## config.mk

```make
export PLATFORM = sky130hd
export DESIGN_NAME = mem_arbiter
export DESIGN_NICKNAME = d
export VERILOG_FILES = /design/src/source/caddr_mem_pkg.sv /design/src/source/mem_arbiter.sv
export SDC_FILE = /design/constraint.sdc
export NUM_CORES = 1
export LEC_CHECK = 0
export BUFFER_PORTS_ARGS = -buffer_cell sky130_fd_sc_hd__buf_2
export CAP_MARGIN = 10
export CORE_AREA = 2 2 127 129
export DETAILED_ROUTE_END_ITERATION = 12
export DIE_AREA = 0 0 129 131
export PLACE_DENSITY = 0.52
export SKIP_LAST_GASP = 1
export SYNTH_ARGS = -nofsm -noshare
export SYNTH_HDL_FRONTEND = slang
export SYNTH_SLANG_ARGS = --single-unit
```

## constraint.sdc

```tcl
create_clock -name clk50 -period 2.9 [get_ports clk50]
set_input_delay 0.435 -clock clk50 [delete_from_list [all_inputs] [get_ports clk50]]
set_output_delay 0.435 -clock clk50 [all_outputs]
set_load 0.02 [all_outputs]
```

## src/source/caddr_mem_pkg.sv

```systemverilog
package caddr_mem_pkg;

   localparam int mem_words = 4096;
   localparam int adr_bits = 12;
   localparam logic [adr_bits-1:0] vram_base = 12'd3072; // video region sits on top
   localparam int vram_bits = 10;
   localparam int main_limit = 3072; // main port stays below the video region
   localparam int scan_words = 256;

   typedef struct packed {
      logic                cyc;
      logic                stb;
      logic                we;
      logic [adr_bits-1:0] adr;
      logic [31:0]         dat;
   } wb_req_t;

   typedef struct packed {
      logic        ack;
      logic [31:0] dat;
   } wb_rsp_t;

   typedef struct packed {
      logic        valid;
      logic [31:0] dat;
   } pix_t;

   // order here is the round-robin order
   typedef enum logic [1:0] {
      m_scan,
      m_main,
      m_vram
   } master_t;

   typedef enum logic [1:0] {
      arb_idle,
      arb_grant,
      arb_done
   } arb_state_t;

   typedef enum logic [1:0] {
      scan_idle,
      scan_req,
      scan_wait
   } scan_state_t;

endpackage

```

## src/source/mem_arbiter.sv

```systemverilog
`timescale 1ns/1ns

module mem_arbiter (
   input  logic                   clk50,
   input  logic                   reset,
   input  caddr_mem_pkg::wb_req_t scan_req,
   output caddr_mem_pkg::wb_rsp_t scan_rsp,
   input  caddr_mem_pkg::wb_req_t main_req,
   output caddr_mem_pkg::wb_rsp_t main_rsp,
   input  caddr_mem_pkg::wb_req_t vram_req,
   output caddr_mem_pkg::wb_rsp_t vram_rsp,
   output caddr_mem_pkg::wb_req_t store_req,
   input  caddr_mem_pkg::wb_rsp_t store_rsp
);

   caddr_mem_pkg::arb_state_t state;
   caddr_mem_pkg::master_t    last_grant; // also the current grant while busy
   caddr_mem_pkg::master_t    pick;
   caddr_mem_pkg::wb_req_t    sel;
   logic [2:0]                want;
   logic                      found;
   logic                      served;

   function automatic caddr_mem_pkg::master_t next_master(caddr_mem_pkg::master_t m);
      case (m)
         caddr_mem_pkg::m_scan: return caddr_mem_pkg::m_main;
         caddr_mem_pkg::m_main: return caddr_mem_pkg::m_vram;
         default:               return caddr_mem_pkg::m_scan;
      endcase
   endfunction

   // video offset into the video region of the store
   function automatic caddr_mem_pkg::wb_req_t to_video(caddr_mem_pkg::wb_req_t r);
      caddr_mem_pkg::wb_req_t m;
      m = r;
      m.adr = caddr_mem_pkg::vram_base
            + {{(caddr_mem_pkg::adr_bits - caddr_mem_pkg::vram_bits){1'b0}},
               r.adr[caddr_mem_pkg::vram_bits-1:0]};
      return m;
   endfunction

   assign want = {vram_req.cyc & vram_req.stb,
                  main_req.cyc & main_req.stb,
                  scan_req.cyc & scan_req.stb};

   // first requester after the last granted one
   always_comb
   begin
      caddr_mem_pkg::master_t cand;
      cand = last_grant;
      pick = last_grant;
      found = 1'b0;
      for (int i = 0; i < 3; i++)
      begin
         cand = next_master(cand);
         if (!found && want[cand])
         begin
            pick = cand;
            found = 1'b1;
         end
      end
   end

   always_ff @(posedge clk50)
   begin
      if (reset)
      begin
         state <= caddr_mem_pkg::arb_idle;
         last_grant <= caddr_mem_pkg::m_vram; // scanner goes first
      end
      else
      begin
         case (state)
            caddr_mem_pkg::arb_idle:
               if (found)
               begin
                  last_grant <= pick;
                  state <= caddr_mem_pkg::arb_grant;
               end
            caddr_mem_pkg::arb_grant:
               if (store_rsp.ack)
               begin
                  state <= caddr_mem_pkg::arb_done;
               end
            default:
               state <= caddr_mem_pkg::arb_idle;
         endcase
      end
   end

   always_comb
   begin
      case (last_grant)
         caddr_mem_pkg::m_scan: sel = to_video(scan_req);
         caddr_mem_pkg::m_main: sel = main_req;
         default:               sel = to_video(vram_req);
      endcase
      store_req = sel;
      store_req.cyc = sel.cyc && (state == caddr_mem_pkg::arb_grant);
      store_req.stb = sel.stb && (state == caddr_mem_pkg::arb_grant);
   end

   assign served = store_rsp.ack && (state == caddr_mem_pkg::arb_grant);

   assign scan_rsp = '{ack: served && (last_grant == caddr_mem_pkg::m_scan),
                       dat: store_rsp.dat};
   assign main_rsp = '{ack: served && (last_grant == caddr_mem_pkg::m_main),
                       dat: store_rsp.dat};
   assign vram_rsp = '{ack: served && (last_grant == caddr_mem_pkg::m_vram),
                       dat: store_rsp.dat};

   a_one_ack: assert property (
      @(posedge clk50) disable iff (reset)
      $onehot0({scan_rsp.ack, main_rsp.ack, vram_rsp.ack})
   )
   else
      $error("more than one master acked in the same cycle");

   // the granted master holds stb for the whole grant
   a_stb_in_grant: assert property (
      @(posedge clk50) disable iff (reset)
      store_req.stb == (state == caddr_mem_pkg::arb_grant)
   )
   else
      $error("store stb and arb_grant disagree");

endmodule

```

* Word-level counts from Yosys, hierarchy flattened
Index checks and enable logic that the tools add are counted.
Operators by class: equality and inequality tests 7, mux-type cells 19, reductions and logical operators 17, bitwise logic cells 3, magnitude comparators 3, add/sub/neg operators 2
Operators by type and width (count):
- one-hot mux 47 bit (2 select lines) | 1
- adder 11 x 11 -> 12 bit (first input constant) | 2
- one-hot mux 2 bit (2 select lines) | 4
- two-way mux 2 bit | 5
- less-than comparator 2 x 3 -> 1 bit (second input constant) | 3
- equality test 2 x 1 -> 1 bit (second input constant) | 4
- logical AND 1 bit | 8
- logical NOT 2 bit | 4
- binary-select mux 1 bit (select 2 bit) | 3
- two-way mux 1 bit | 6
- inequality test 2 bit (second input constant) | 2
- bitwise AND 1 bit | 3
- AND reduction 3 bit | 1
- nonzero test 3 bit | 1
- equality test 2 bit (second input constant) | 1
- logical NOT 1 bit | 2
- AND reduction 2 bit | 1
Storage, ports and cells: word-level logic and storage cells 53, input port bits 176, output and inout bits 146, register bits after elaboration 4

* Depth between registers and ports, before layout
depth after elaboration 13, mapped depth 5, gate-level depth less buffers 3

* Worst setup path before layout
No wires, ideal clock.
path kind reg-to-output, start point reg last_grant[0], end point out vram_rsp[32] (netlist bit), buffers on the path 3, arrival 1.229 ns, stages on the path, launching flop included 5, data required time 2.465 ns, path slack 1.236 ns, path through dfxtp_1 -> buf_4 -> buf_12 -> buf_8 -> nor3b_1
RTL lines:
- start: declaration | RTL line mem_arbiter.sv:17 | caddr_mem_pkg::master_t last_grant;
- start signal: assignment | RTL line mem_arbiter.sv:69 | last_grant <= caddr_mem_pkg::m_vram;
- start signal: assignment | RTL line mem_arbiter.sv:77 | last_grant <= pick;
- end: declaration | RTL line mem_arbiter.sv:11 | output caddr_mem_pkg::wb_rsp_t vram_rsp,

==> impl_metrics.tcl <==
set metrics [dict create \
    slew_headroom 0.713 \
    cts_tree "built" \
    cp-end-kind "primary output" \
    rsz0062_at_grt "false" \
    dp.cells 575 \
    cts_hold_buf 0 \
    syn_area_mm2 0.00194 \
    powerDensity_mw_per_mm2 330 \
    worstSkewPairLatency_ps 230 \
    final_util 0.158 \
    worst-setup-path-type "reg2out" \
    ir_drop_uv 178 \
    synth_async_sr_flop_share 0 \
    leakage_nw 1.23 \
    root_buffer "clkbuf_16" \
    hpwl_mm 5.49 \
    hold_ws_ps 430 \
    yosysWarnings 0 \
    slew_viol_final 0 \
    vias 2016 \
    yosys.area.top_type_share 0.380 \
    wl_met3_um 708 \
    htreeDepth 1 \
    rows 46 \
    comb_power_share 0.624 \
    antenna_cells 0 \
    path_clk_slew_ps 30 \
    dr.pass1.iters 4 \
    outcome "finished, final reports clean" \
    die_x_um 129 \
    synthToLayoutAreaGrowth_pct 27.1 \
    max_cap_violations 0 \
    finalSetupTns_ps 0 \
    grt-ovfl-total 0 \
    ioPinCount 322 \
    crit_chain "buf_4 > mux2i_1 > o21ai_0 > buf_2" \
    hold_viol_final 0 \
    power.switching_mw 0.351 \
    gp_congestion 0.669 \
    antenna_found_initial 1 \
    avgSynthCellArea_um2 6.99 \
    yosysTopAreaCell "buf_4" \
    clkPwrFrac 0.277 \
    wl_per_cell_um 11.2 \
    routed.top_layer "met4" \
    synth_ff_type "dfxtp_1" \
    numPortBuffers 189 \
    cts-resized-gates 0 \
    antenna_left 0 \
    worstPathArrival_ps 1690 \
    core_area_mm2 0.0156 \
    wl_met1_mm 2.27 \
    grt_pass1_vias 1651 \
    routed_wirelength_mm 6.51 \
    dr_wl_met2_mm 3.14 \
    seq_area_frac_synth 0.0414 \
    route.detailed.drc 0 \
    clkSinkCount 4 \
    synth_cells 277 \
    clock_path_buffers 2 \
    viasPerCell 3.48 \
    timing.final.crit_share 0.731 \
    syn-num-nets 453 \
    ys_types 28 \
    die_y_um 131 \
    p_int_mw 0.460 \
    synth_edf_count 0 \
    grt.total_usage 0.0659 \
    cts_buffers 3 \
    critPathMaxFanout 24 \
    max_stage_delay_ps 600 \
    drive_above_1_share 0.559 \
    die-area_mm2 0.0169 \
    synth_area_leaders "buf_4 38%, mux2i_1 23%, nand2_1 8.9%" \
    grt_max_degree 59 \
    hp-class "in2reg" \
    post-route-min-period_ps 2120 \
    postCtsSetupRepairBufs 0 \
    max_freq_mhz 471 \
    ys_seq_elements 4 \
    sequentialPowerShare 0.099 \
    critPathLaunchType "register" \
    tightest_slew_ps 431 \
    nNetsFinal 540 \
    start_util 0.124 \
    swShare 0.433 \
    fin_cells 579 \
    grt_pass1_wl_mm 8.53 \
    clock_skew_ps 2.89 \
    setup_violations 0 \
    required_ps 2470 \
    worst_path_max_delay_cell "dfxtp_4" \
    drtIter0Drc 37 \
]
-- final timing paths --
kind	from	to	slack (ps)	depth (start not counted)
hold reg to reg	state[1]	state[0]	550	1
setup reg to reg	last_grant[0]	last_grant[1]	1700	3
hold / removal	reset	last_grant[0]	430	2
setup / recovery	last_grant[0]	store_req[0]	780	4
-- cell usage in the layout, fill, tap and decap left out, drive strengths merged, types with 2 or more instances in the layout --
cell    instances
a21oi           3
a22oi           2
and3b           2
buf           194
clkbuf          4
dfxtp           4
mux2i          45
nand2          46
nor2            4
nor3            2
o21ai          45
or2             2
-- logic make-up (layout without fill, tap and decap cells) --
| group | after synthesis | in the layout | synth area share |
|---|---|---|---|
| DFF | 4 | 4 | 0.0414 |
| buffers and inverters | 112 | 198 | 0.433 |
| AOI/OAI and AO/OA | 53 | 53 | 0.150 |
| muxes | 45 | 45 | 0.233 |
| and+or+nand+nor | 63 | 63 | 0.143 |
-- power groups by stage --
stage / clock (mW) / sequential (mW) / combinational, mW
3_5_place_dp: 0 / 0.0823 / 0.513
2_1_floorplan: 0 / 0.0654 / 0.510
4_1_cts: 0.230 / 0.0815 / 0.514
5_1_grt: 0.236 / 0.0836 / 0.561
3_3_place_gp: 0 / 0.0822 / 0.511
6_report: 0.225 / 0.0805 / 0.506
-- worst max-delay path: cells and delay by family, from the launching register on --
family | cells | cell delay (ps)
DFF | 1 | 600
AOI/OAI and AO/OA | 1 | 120
buffers and inverters | 2 | 420
muxes | 1 | 290
-- per-layer routing --
metal / vias up / global-route usage
met2: 139 / 0.119
met4: 0 / 0.0505
met1: 823 / 0.0660
met5: - / 0
met3: 46 / 0.0151
li1: 1008 / -
-- metrics by stage --
step,setup WS [ps],area (um^2),power [mW]
after floorplan,1240,1940,0.576
after global placement,985,2380,0.593
after detailed placement,963,2380,0.595
after CTS,723,2460,0.826
after global routing,661,2460,0.880
final,779,2460,0.811
-- cell type report --
class                      instances  area [um^2]
tap                              216          270
timing repair buffer             194         1010
fill                            1830        13100
multi-input combinational        161         1020
clock buffer                       4         78.8
sequential                         4         85.1
-- flip-flops by register name, summed over array words and instances (netlist names) --
name        cells
last_grant      2
state           2
-- Yosys cell counts, types with 2 or more instances --
master,n
a21oi_1,2
a22oi_1,2
and3b_1,2
buf_2,6
buf_4,98
buf_6,2
clkbuf_1,4
dfxtp_1,4
mux2i_1,45
nand2_1,46
nor2_1,4
nor3_1,2
o21ai_0,27
o21ai_1,18
or2_2,2
Power figures use the tool's default switching activity.
