File: src/source/caddr_mem_pkg.sv
package caddr_mem_pkg;

   localparam int mem_words = 4096;
   localparam int adr_bits = 12;
   localparam logic [adr_bits-1:0] vram_base = 12'd3072; // video region sits on top
   localparam int vram_bits = 10;
   localparam int main_limit = 3072; // main port stays below the video region
   localparam int scan_words = 256;

   typedef struct packed {
      logic                cyc;
      logic                stb;
      logic                we;
      logic [adr_bits-1:0] adr;
      logic [31:0]         dat;
   } wb_req_t;

   typedef struct packed {
      logic        ack;
      logic [31:0] dat;
   } wb_rsp_t;

   typedef struct packed {
      logic        valid;
      logic [31:0] dat;
   } pix_t;

   // order here is the round-robin order
   typedef enum logic [1:0] {
      m_scan,
      m_main,
      m_vram
   } master_t;

   typedef enum logic [1:0] {
      arb_idle,
      arb_grant,
      arb_done
   } arb_state_t;

   typedef enum logic [1:0] {
      scan_idle,
      scan_req,
      scan_wait
   } scan_state_t;

endpackage

File: src/source/vram_scan.sv
`timescale 1ns/1ns

module vram_scan (
   input  logic                   clk50,
   input  logic                   reset,
   input  logic                   frame_start,
   output caddr_mem_pkg::wb_req_t scan_req,
   input  caddr_mem_pkg::wb_rsp_t scan_rsp,
   output caddr_mem_pkg::pix_t    pix,
   output logic                   scan_busy
);

   caddr_mem_pkg::scan_state_t        state;
   logic [caddr_mem_pkg::vram_bits-1:0] count; // current video offset
   logic                              pix_valid;
   logic [31:0]                       pix_dat;

   always_ff @(posedge clk50)
   begin
      if (reset)
      begin
         state <= caddr_mem_pkg::scan_idle;
         count <= '0;
         pix_valid <= 1'b0;
      end
      else
      begin
         pix_valid <= 1'b0;
         case (state)
            caddr_mem_pkg::scan_idle:
               if (frame_start)
               begin
                  count <= '0;
                  state <= caddr_mem_pkg::scan_req;
               end
            caddr_mem_pkg::scan_req:
               if (scan_rsp.ack)
               begin
                  pix_valid <= 1'b1; // pixel in the cycle after the ack
                  state <= caddr_mem_pkg::scan_wait;
               end
            default:
               if (count == caddr_mem_pkg::vram_bits'(caddr_mem_pkg::scan_words - 1))
               begin
                  state <= caddr_mem_pkg::scan_idle;
               end
               else
               begin
                  count <= count + 1'b1;
                  state <= caddr_mem_pkg::scan_req;
               end
         endcase
      end
   end

   always_ff @(posedge clk50)
   begin
      if (scan_rsp.ack)
      begin
         pix_dat <= scan_rsp.dat;
      end
   end

   always_comb
   begin
      scan_req.cyc = (state == caddr_mem_pkg::scan_req);
      scan_req.stb = (state == caddr_mem_pkg::scan_req);
      scan_req.we = 1'b0;
      scan_req.adr = {{(caddr_mem_pkg::adr_bits - caddr_mem_pkg::vram_bits){1'b0}}, count};
      scan_req.dat = '0;
   end

   assign pix = '{valid: pix_valid, dat: pix_dat};
   assign scan_busy = (state != caddr_mem_pkg::scan_idle);

   a_pix_in_frame: assert property (
      @(posedge clk50) disable iff (reset)
      pix.valid |-> scan_busy
   )
   else
      $error("pixel word outside a scan");

endmodule

File: config.mk
export PLATFORM = sky130hd
export DESIGN_NAME = vram_scan
export DESIGN_NICKNAME = d
export VERILOG_FILES = /design/src/source/caddr_mem_pkg.sv /design/src/source/vram_scan.sv
export SDC_FILE = /design/constraint.sdc
export NUM_CORES = 1
export LEC_CHECK = 0
export ABC_AREA = 1
export BUFFER_PORTS_ARGS = -buffer_cell sky130_fd_sc_hd__buf_2
export CAP_MARGIN = 10
export CORE_ASPECT_RATIO = 0.5
export CORE_MARGIN = 2
export CORE_UTILIZATION = 48
export CTS_BUF_LIST = sky130_fd_sc_hd__clkbuf_4 sky130_fd_sc_hd__clkbuf_8
export CTS_CLUSTER_DIAMETER = 200
export CTS_CLUSTER_SIZE = 24
export DETAILED_ROUTE_END_ITERATION = 8
export PLACE_DENSITY = 0.95
export SLEW_MARGIN = 20
export SYNTH_ARGS = -nofsm -noshare
export SYNTH_HDL_FRONTEND = slang
export SYNTH_SLANG_ARGS = --single-unit
File: constraint.sdc
create_clock -name clk50 -period 4 [get_ports clk50]
set_input_delay 0.8 -clock clk50 [delete_from_list [all_inputs] [get_ports clk50]]
set_output_delay 0.8 -clock clk50 [all_outputs]
set_load 0.01 [all_outputs]
Yosys cells after proc, flatten, opt, wreduce, memory -nomap -nowiden
Index checks and enable logic that the tools add are counted.
W data, S select, Z words.

cells by class
  add/subtract/negate cells = 1
  multipliers = 0
  divide/modulo/power cells = 0
  magnitude comparators = 0
  equality and inequality tests = 5
  shift operators = 0
  muxes and demuxes = 8
  bitwise logic cells = 1
  reductions and logical operators = 5

operators with widths
  kind                     number
  $mux W10                 2
  $pmux W10 S2             1
  $add A10 B1 Y10 const B  1
  $eq A10 B8 Y1 const B    1
  $mux W2                  2
  $ne A2 B1 Y1 const B     2
  $pmux W2 S2              1
  $reduce_and A3 Y1        1
  $eq A2 B1 Y1 const B     1
  $logic_not A2 Y1         1
  $mux W1                  2
  $ne A2 B2 Y1 const B     1
  $reduce_and A2 Y1        1
  $reduce_bool A2 Y1       1
  $reduce_or A2 Y1         1
  $not A1 Y1               1

word-level totals
  register bits after elaboration = 45
  latch bits = 0
  memory bits (writable) = 0
  memory bits (read-only) = 0
  input port bits = 36
  word-level logic and storage cells = 24
  memories = 0

Longest topological paths before layout
Gate-level depths: netlist of the first run.

  depth in word-level cells = 3
  gate-level depth with buffers = 9
  mapped depth without buffers = 9

Least setup slack after synthesis of the first run
OpenSTA, ideal clock, no wires.

  path kind = register to output
  from = register state[1]
  to = output scan_req[46] in the netlist's numbering
  arrival time = 0.840 ns
  data required time = 3.200 ns
  setup slack = 2.360 ns
  cell stages (with the launch flop) = 4
  cell sequence = dfxtp_1 -> buf_4 -> nor2_1 -> buf_4

RTL lines
  item                    RTL line         text
  from (decl)             vram_scan.sv:13  caddr_mem_pkg::scan_state_t state;
  from (signal assigned)  vram_scan.sv:22  state <= caddr_mem_pkg::scan_idle;
  from (signal assigned)  vram_scan.sv:34  state <= caddr_mem_pkg::scan_req;
  from (signal assigned)  vram_scan.sv:40  state <= caddr_mem_pkg::scan_wait;
  to (decl)               vram_scan.sv:7   output caddr_mem_pkg::wb_req_t scan_req,

Worst setup path after layout of the first run
  from = register state[1]
  to = output scan_busy

between the ends
  longest elaborated chain between the ends = 1

ends and longest elaborated chain
  item                RTL line         text
  $reduce_bool A2 Y1  vram_scan.sv:74  assign scan_busy = (state != caddr_mem_pkg::scan_idle);
  to (decl)           vram_scan.sv:10  output logic scan_busy

No other way between the ends.

==> run metrics, run 1 <==
outcome=complete, no violations; Worst-Skew Late Latency=0.30 ns; synth top area cells=edfxtp_1 (48%), buf_4 (14%), dfxtp_1 (13%); Antenna Nets Post-Route=0; Ys Warns=0; Area Growth Syn to Fin=19.7%; Detailed Route WL=between 3 and 4 mm; setup repair bufs after CTS=0; fmax=482 MHz; detailed placement HPWL=3.01 mm; Final Setup Violations=0; Post-Syn Area=2010 µm²; top layer in use=met4; H-tree levels=2; share of cells above drive strength 1=38.6%; grt total ovfl=0; drt pass-1 iters=4; Fin Hold WS=around 0.52 ns; global-route wire length before repair=5.78 mm; met3 wire length=451 µm; Arrival @ worst endpoint=1.27 ns; Fin Setup TNS=0 ns; hold_buf cts=0; Hold EP=count[2]; slack of the worst reg-to-reg path=2.49 ns; RSZ-0062 raised after global routing=no; met2 routed WL=1.91 mm; row count=16; min cycle time layout=around 2.1 ns; worst path required time=3.20 ns; clk root buf=clkbuf_8; synth unique cells=23; Post-Syn Area per Cell=11.0 µm²; Hold Path Depth=2; DR WL/cell=12.1 µm; largest net degree at the start of global routing=34; R2R cell count=9; post_cts resized=0; CP Launch Type=flop; Remaining DRCs=0; CORE AREA=3960 µm²; post-synth top area cell=edfxtp_1; r2r endpoint=count[0]; Pleak=around 0.0011 µW; initial antenna violation count=0; CTS tree=yes; port buffer count=between 80 and 90; Die X=95.5 µm; GPL Wtd Cong=between 0.7 and 0.8; Setup CP Type=reg -> out; relative slew slack=a little over half; worst hold path type=reg -> reg; max-cap violation count=0; Max FO, Critical Path=8; Yosys reg bits=between 40 and 50; Setup crit end kind=output pin; reg2reg start=count[0]; DIE AREA=around 4700 µm²; pwr dens=386 nW/µm²; all-layer global routing usage=16.7%; vias post-DR=1469; n_diodes=0; Starting Density=between 50% and 60%; DP Worst Slack=between 2 and 2.5 ns; post-route clock period utilization=51.8%; count of final hold-check violations=0; vias in the first global route=1329; Reg clk slew, reported paths=0.08 ns; register area share after synthesis=60.8%; Post-Synthesis Cells=roughly 180; setup ws final=1.93 ns; Final Util=60.6%; worst-case clock buffer depth=2; iteration-0 DRC count of the detailed router=~140; vias per cell=between 4 and 5; worst vdd ir=0.000166 V; nets=303; Clock Skews=0.00311 ns; Sink Count=45; CTS buffer count=5; chip height=49.7 µm; hold_sp=count[2]; Worst Tran Pin Value=0.675 ns; top-area cell type share of the netlist area=47.9%; io pins=around 120; WL met1=~1.4 mm; fin. max-slew vios=0
==> cells in the final DEF, fill, tap and decap left out, types with 3 or more instances in the layout <==
cell,count
nor2_1,16
clkbuf_8,5
nor2_4,3
conb_1,35
edfxtp_1,32
nand4_1,5
a21oi_1,5
nand2_2,4
nand3_1,8
nand2_1,27
inv_1,16
buf_2,81
dfxtp_1,13
==> cell usage after synthesis <==
library cell,number
nand2_1,27
nor3b_1,1
a21oi_2,2
inv_1,16
nor4_1,2
nand3_1,8
inv_4,1
ha_1,1
conb_1,1
a21oi_1,5
inv_2,2
o21bai_1,1
nand2_2,4
edfxtp_1,32
buf_4,38
dfxtp_1,13
nand4_1,5
nor2_1,16
buf_6,1
nand3_4,1
nor3_1,2
nand2_4,1
nor2_4,3
==> stage by stage <==
stage	total power (µW)	instances	cell area, µm²
2_1_floorplan	630	217	2140
3_3_place_gp	652	313	2310
3_5_place_dp	657	313	2310
4_1_cts	933	321	2400
5_1_grt	967	321	2400
6_report	927	321	2400
==> worst max-delay path, stage by stage (launching register included) <==
cell and delay (ns):
dfxtp_1 0.39, nor2_1 0.33, inv_1 0.10, buf_2 0.15
==> worst max path at each step <==
| stage | depth (start not counted) | start | slack (ns) | to |
|---|---|---|---|---|
| global route | 3 | state[1] | 1.82 | scan_busy |
| CTS | 3 | state[1] | 1.93 | scan_busy |
| global placement | 4 | scan_rsp[32] | 2.25 | state[0] |
| detailed placement | 3 | scan_rsp[32] | 2.16 | state[1] |
| floorplan | 3 | state[1] | 2.36 | scan_req[46] |
| finish | 3 | state[1] | 1.93 | scan_busy |
==> where the power goes <==
group	total [µW]	internal [µW]	switching [µW]
clock	280	130	150
combinational	107	37.6	69.0
sequential	540	530	9.91
total	927	698	229
==> flip-flops by register name (all words and copies together) (netlist names) <==
name	cells
state	2
pix_dat	32
pix_valid	1
count	10
==> cells by family (layout without fill, tap and decap cells) <==
logic type | count (synthesis) | after routing | share of synthesized area, %
AOI/OAI and AO/OA | 8 | 8 | 2.49
and+or+nand+nor | 70 | 70 | 17.4
other | 1 | 35 | 0.187
DFF | 45 | 45 | 60.8
buffers and inverters | 58 | 108 | 18.4
adders and majority gates | 1 | 1 | 0.623
==> final cells by class <==
class,instances,area [µm²]
clock buffers,6,76.3
clock inverters,2,15.0
fillers,307,1560
inverters,19,73.8
multi-input cells,114,544
flip-flops and latches,45,1220
well taps,54,67.6
repair buffers,81,405
==> per-layer routing <==
layer | GRT usage (%) | up-vias
li1 | - | 694
met1 | 16.9 | 660
met4 | 11.4 | 0
met5 | 0 | -
met3 | 4.89 | 16
met2 | 29.6 | 99
(Power assumes the default switching activity.)
==> run 2, diff against run 1 <==
--- a/config.mk
+++ b/config.mk
@@ -10,12 +10,12 @@
 export CAP_MARGIN = 10
 export CORE_ASPECT_RATIO = 0.5
 export CORE_MARGIN = 2
-export CORE_UTILIZATION = 48
+export CORE_UTILIZATION = 45
 export CTS_BUF_LIST = sky130_fd_sc_hd__clkbuf_4 sky130_fd_sc_hd__clkbuf_8
 export CTS_CLUSTER_DIAMETER = 200
 export CTS_CLUSTER_SIZE = 24
 export DETAILED_ROUTE_END_ITERATION = 8
-export PLACE_DENSITY = 0.95
+export PLACE_DENSITY = 0.91
 export SLEW_MARGIN = 20
 export SYNTH_ARGS = -nofsm -noshare
 export SYNTH_HDL_FRONTEND = slang
==> constraint.sdc (replaced) <==
create_clock -name clk50 -period 2.05 [get_ports clk50]
set_input_delay 0.41 -clock clk50 [delete_from_list [all_inputs] [get_ports clk50]]
set_output_delay 0.41 -clock clk50 [all_outputs]
set_load 0.01 [all_outputs]
==> run metrics, run 2 (same netlist as run 1, synthesis figures left out) <==
outcome=complete, no violations; worst-case clock buffer depth=2 (unchanged); all-layer global routing usage=14.4% (-2.2 points); Setup crit end kind=output pin; global-route wire length before repair=5.58 mm (-3.6%); Worst Tran Pin Value=0.683 ns (+0.00763 ns); dpl cells=316 (+0.96%); met3 Use GR=3.97% (-0.93 points); most common cell after layout, fill and taps aside=buf_2; vias post-DR=1454 (-1.0%); share of cells above drive strength 1=38.6% (unchanged); Detailed Route WL=3.81 mm (-1.7%); DP Area=2320 µm² (+0.16%); port buffer count=81 (unchanged); Area Growth Syn to Fin=19.9%; Fin Setup TNS=0 ns (unchanged); CTS tree=yes; Die X=98.5 µm (+3.1%); Pleak=0.00112 µW (+0.65%); max reg flops=32 (unchanged); initial antenna violation count=0 (unchanged); Multi-input gate area=544 µm² (unchanged); Setup CP Type=reg -> out; relative slew slack=54.5% (-0.51 points); chip height=51.2 µm (+3.0%); Critical Path Max Stage Delay=0.40 ns (about the same); M1 GR Usage=15.7% (-1.2 points); nets=303 (unchanged); Reg clk slew, reported paths=0.09 ns (about the same); Starting Density=46.3% (-4.4 points); GPL Wtd Cong=0.790 (+2.8%); design area=2410 µm² (+0.16%); Finished Layout Cells=324 (+0.93%); Arrival @ worst endpoint=1.24 ns (-0.03 ns); Fin Hold WS=0.284 ns (-0.241 ns); worst vdd ir=0.000308 V (+86%); post-route clock period utilization=80.4%; worst path required time=1.64 ns (-1.56 ns); Sink Count=45 (unchanged); Largest regs=pix_dat (32), count (10), state (2); hold_buf cts=0 (unchanged); max-cap violation count=0 (unchanged); fmax=607 MHz; clk root buf=clkbuf_8; Tot Pwr=1800 µW (+94%); grt total ovfl=0 (unchanged); Critical Path Slowest Stage Cell=dfxtp_1; reg2reg start=count[0]; row count=17 (+1); vias in the first global route=1278 (-3.8%); Critical Path Source=state[1]; DR WL/cell=11.8 µm (-2.6%); DIE AREA=5050 µm² (+6.3%); Largest Register=pix_dat; io pins=117 (unchanged); Clock Skews=0.00827 ns (+0.00517 ns); Worst-Skew Late Latency=0.30 ns (about the same); fin. max-slew vios=0 (unchanged); Max FO, Critical Path=8 (unchanged); largest net degree at the start of global routing=34 (unchanged); sequential cell area=1220 µm² (unchanged); n_diodes=0 (unchanged); Final Setup Violations=0 (unchanged); Remaining DRCs=0 (unchanged); CTS buffer count=5 (unchanged); post_cts resized=0 (unchanged); crit-path cells=nor2_1, inv_1, buf_2; CORE AREA=4340 µm² (+9.5%); count of final hold-check violations=0 (unchanged); CP Launch Type=flop; pwr dens=746 nW/µm² (+94%); Fill cells=381 (+24%); drt pass-1 iters=5 (+1); Antenna Nets Post-Route=0 (unchanged); setup repair bufs after CTS=0 (unchanged); iteration-0 DRC count of the detailed router=70 (-50%); worst hold path type=in -> reg; most frequent cells in the layout=buf_2 (81), conb_1 (35), edfxtp_1 (32); busiest grt layer=met2; RSZ-0062 raised after global routing=no; detailed placement HPWL=3.01 mm (-0.17%); min cycle time layout=1.65 ns; hold_sp=scan_rsp[26]; H-tree levels=2 (unchanged); met2 GRT Util=27.0% (-2.6 points); vias per cell=4.49 (-1.9%)
[run 2: cell count changes in the layout (fill, tap and decap cells not counted)]
| cell | delta |
|---|---|
| clkinv_2 | +1 |
| clkbuf_4 | -1 |
| clkinv_4 | +2 |
| clkinvlp_4 | -2 |
[run 2: critical path: cells and delay by family, from the launching register on]
kind                   cells  cell delay, ns
buffers and inverters      2            0.25
flip-flops                 1            0.40
AND/OR/NAND/NOR            1            0.30
[run 2: worst paths after layout]
path	to	slack, ns	cells past startpoint
max	scan_busy	0.40	3
min	pix_dat[26]	0.28	1
max reg2reg	count[1]	0.58	8
min reg2reg	pix_valid	0.53	2
[run 2: area by class of cell]
type / instances / area share [%]
flip-flops and latches: 45 / 50.7
multi-input cells: 114 / 22.6
repair buffers: 81 / 16.8
inverters: 19 / 3.07
well taps: 57 / 2.96
clock buffers: 5 / 2.86
clock inverters: 3 / 0.936
[run 2: metrics by stage]
| stage | utilization (%) | setup slack, ns |
|---|---|---|
| final | 55.5 | 0.401 |
| after CTS | 55.5 | 0.393 |
| after detailed placement | 53.4 | 0.618 |
| after floorplan | - | 0.693 |
| after global routing | 55.5 | 0.330 |
| after global placement | 53.4 | 0.703 |
[run 2: report_power, final]
group / leakage (µW) / switching (µW) / internal [µW]
combinational: 0.000657 / 135 / 73.6
clock: 0.0000481 / 293 / 241
sequential: 0.000419 / 18.4 / 1030
total: 0.00112 / 447 / 1350
[run 2: per-layer routing]
layer / vias to the layer above / share of wire (%) / wire length (µm)
met1: 660 / 38 / 1460
met2: 90 / 49 / 1880
met5: - / 0 / 0
met4: 0 / 2.2 / 85
met3: 11 / 10 / 386
li1: 693 / - / -
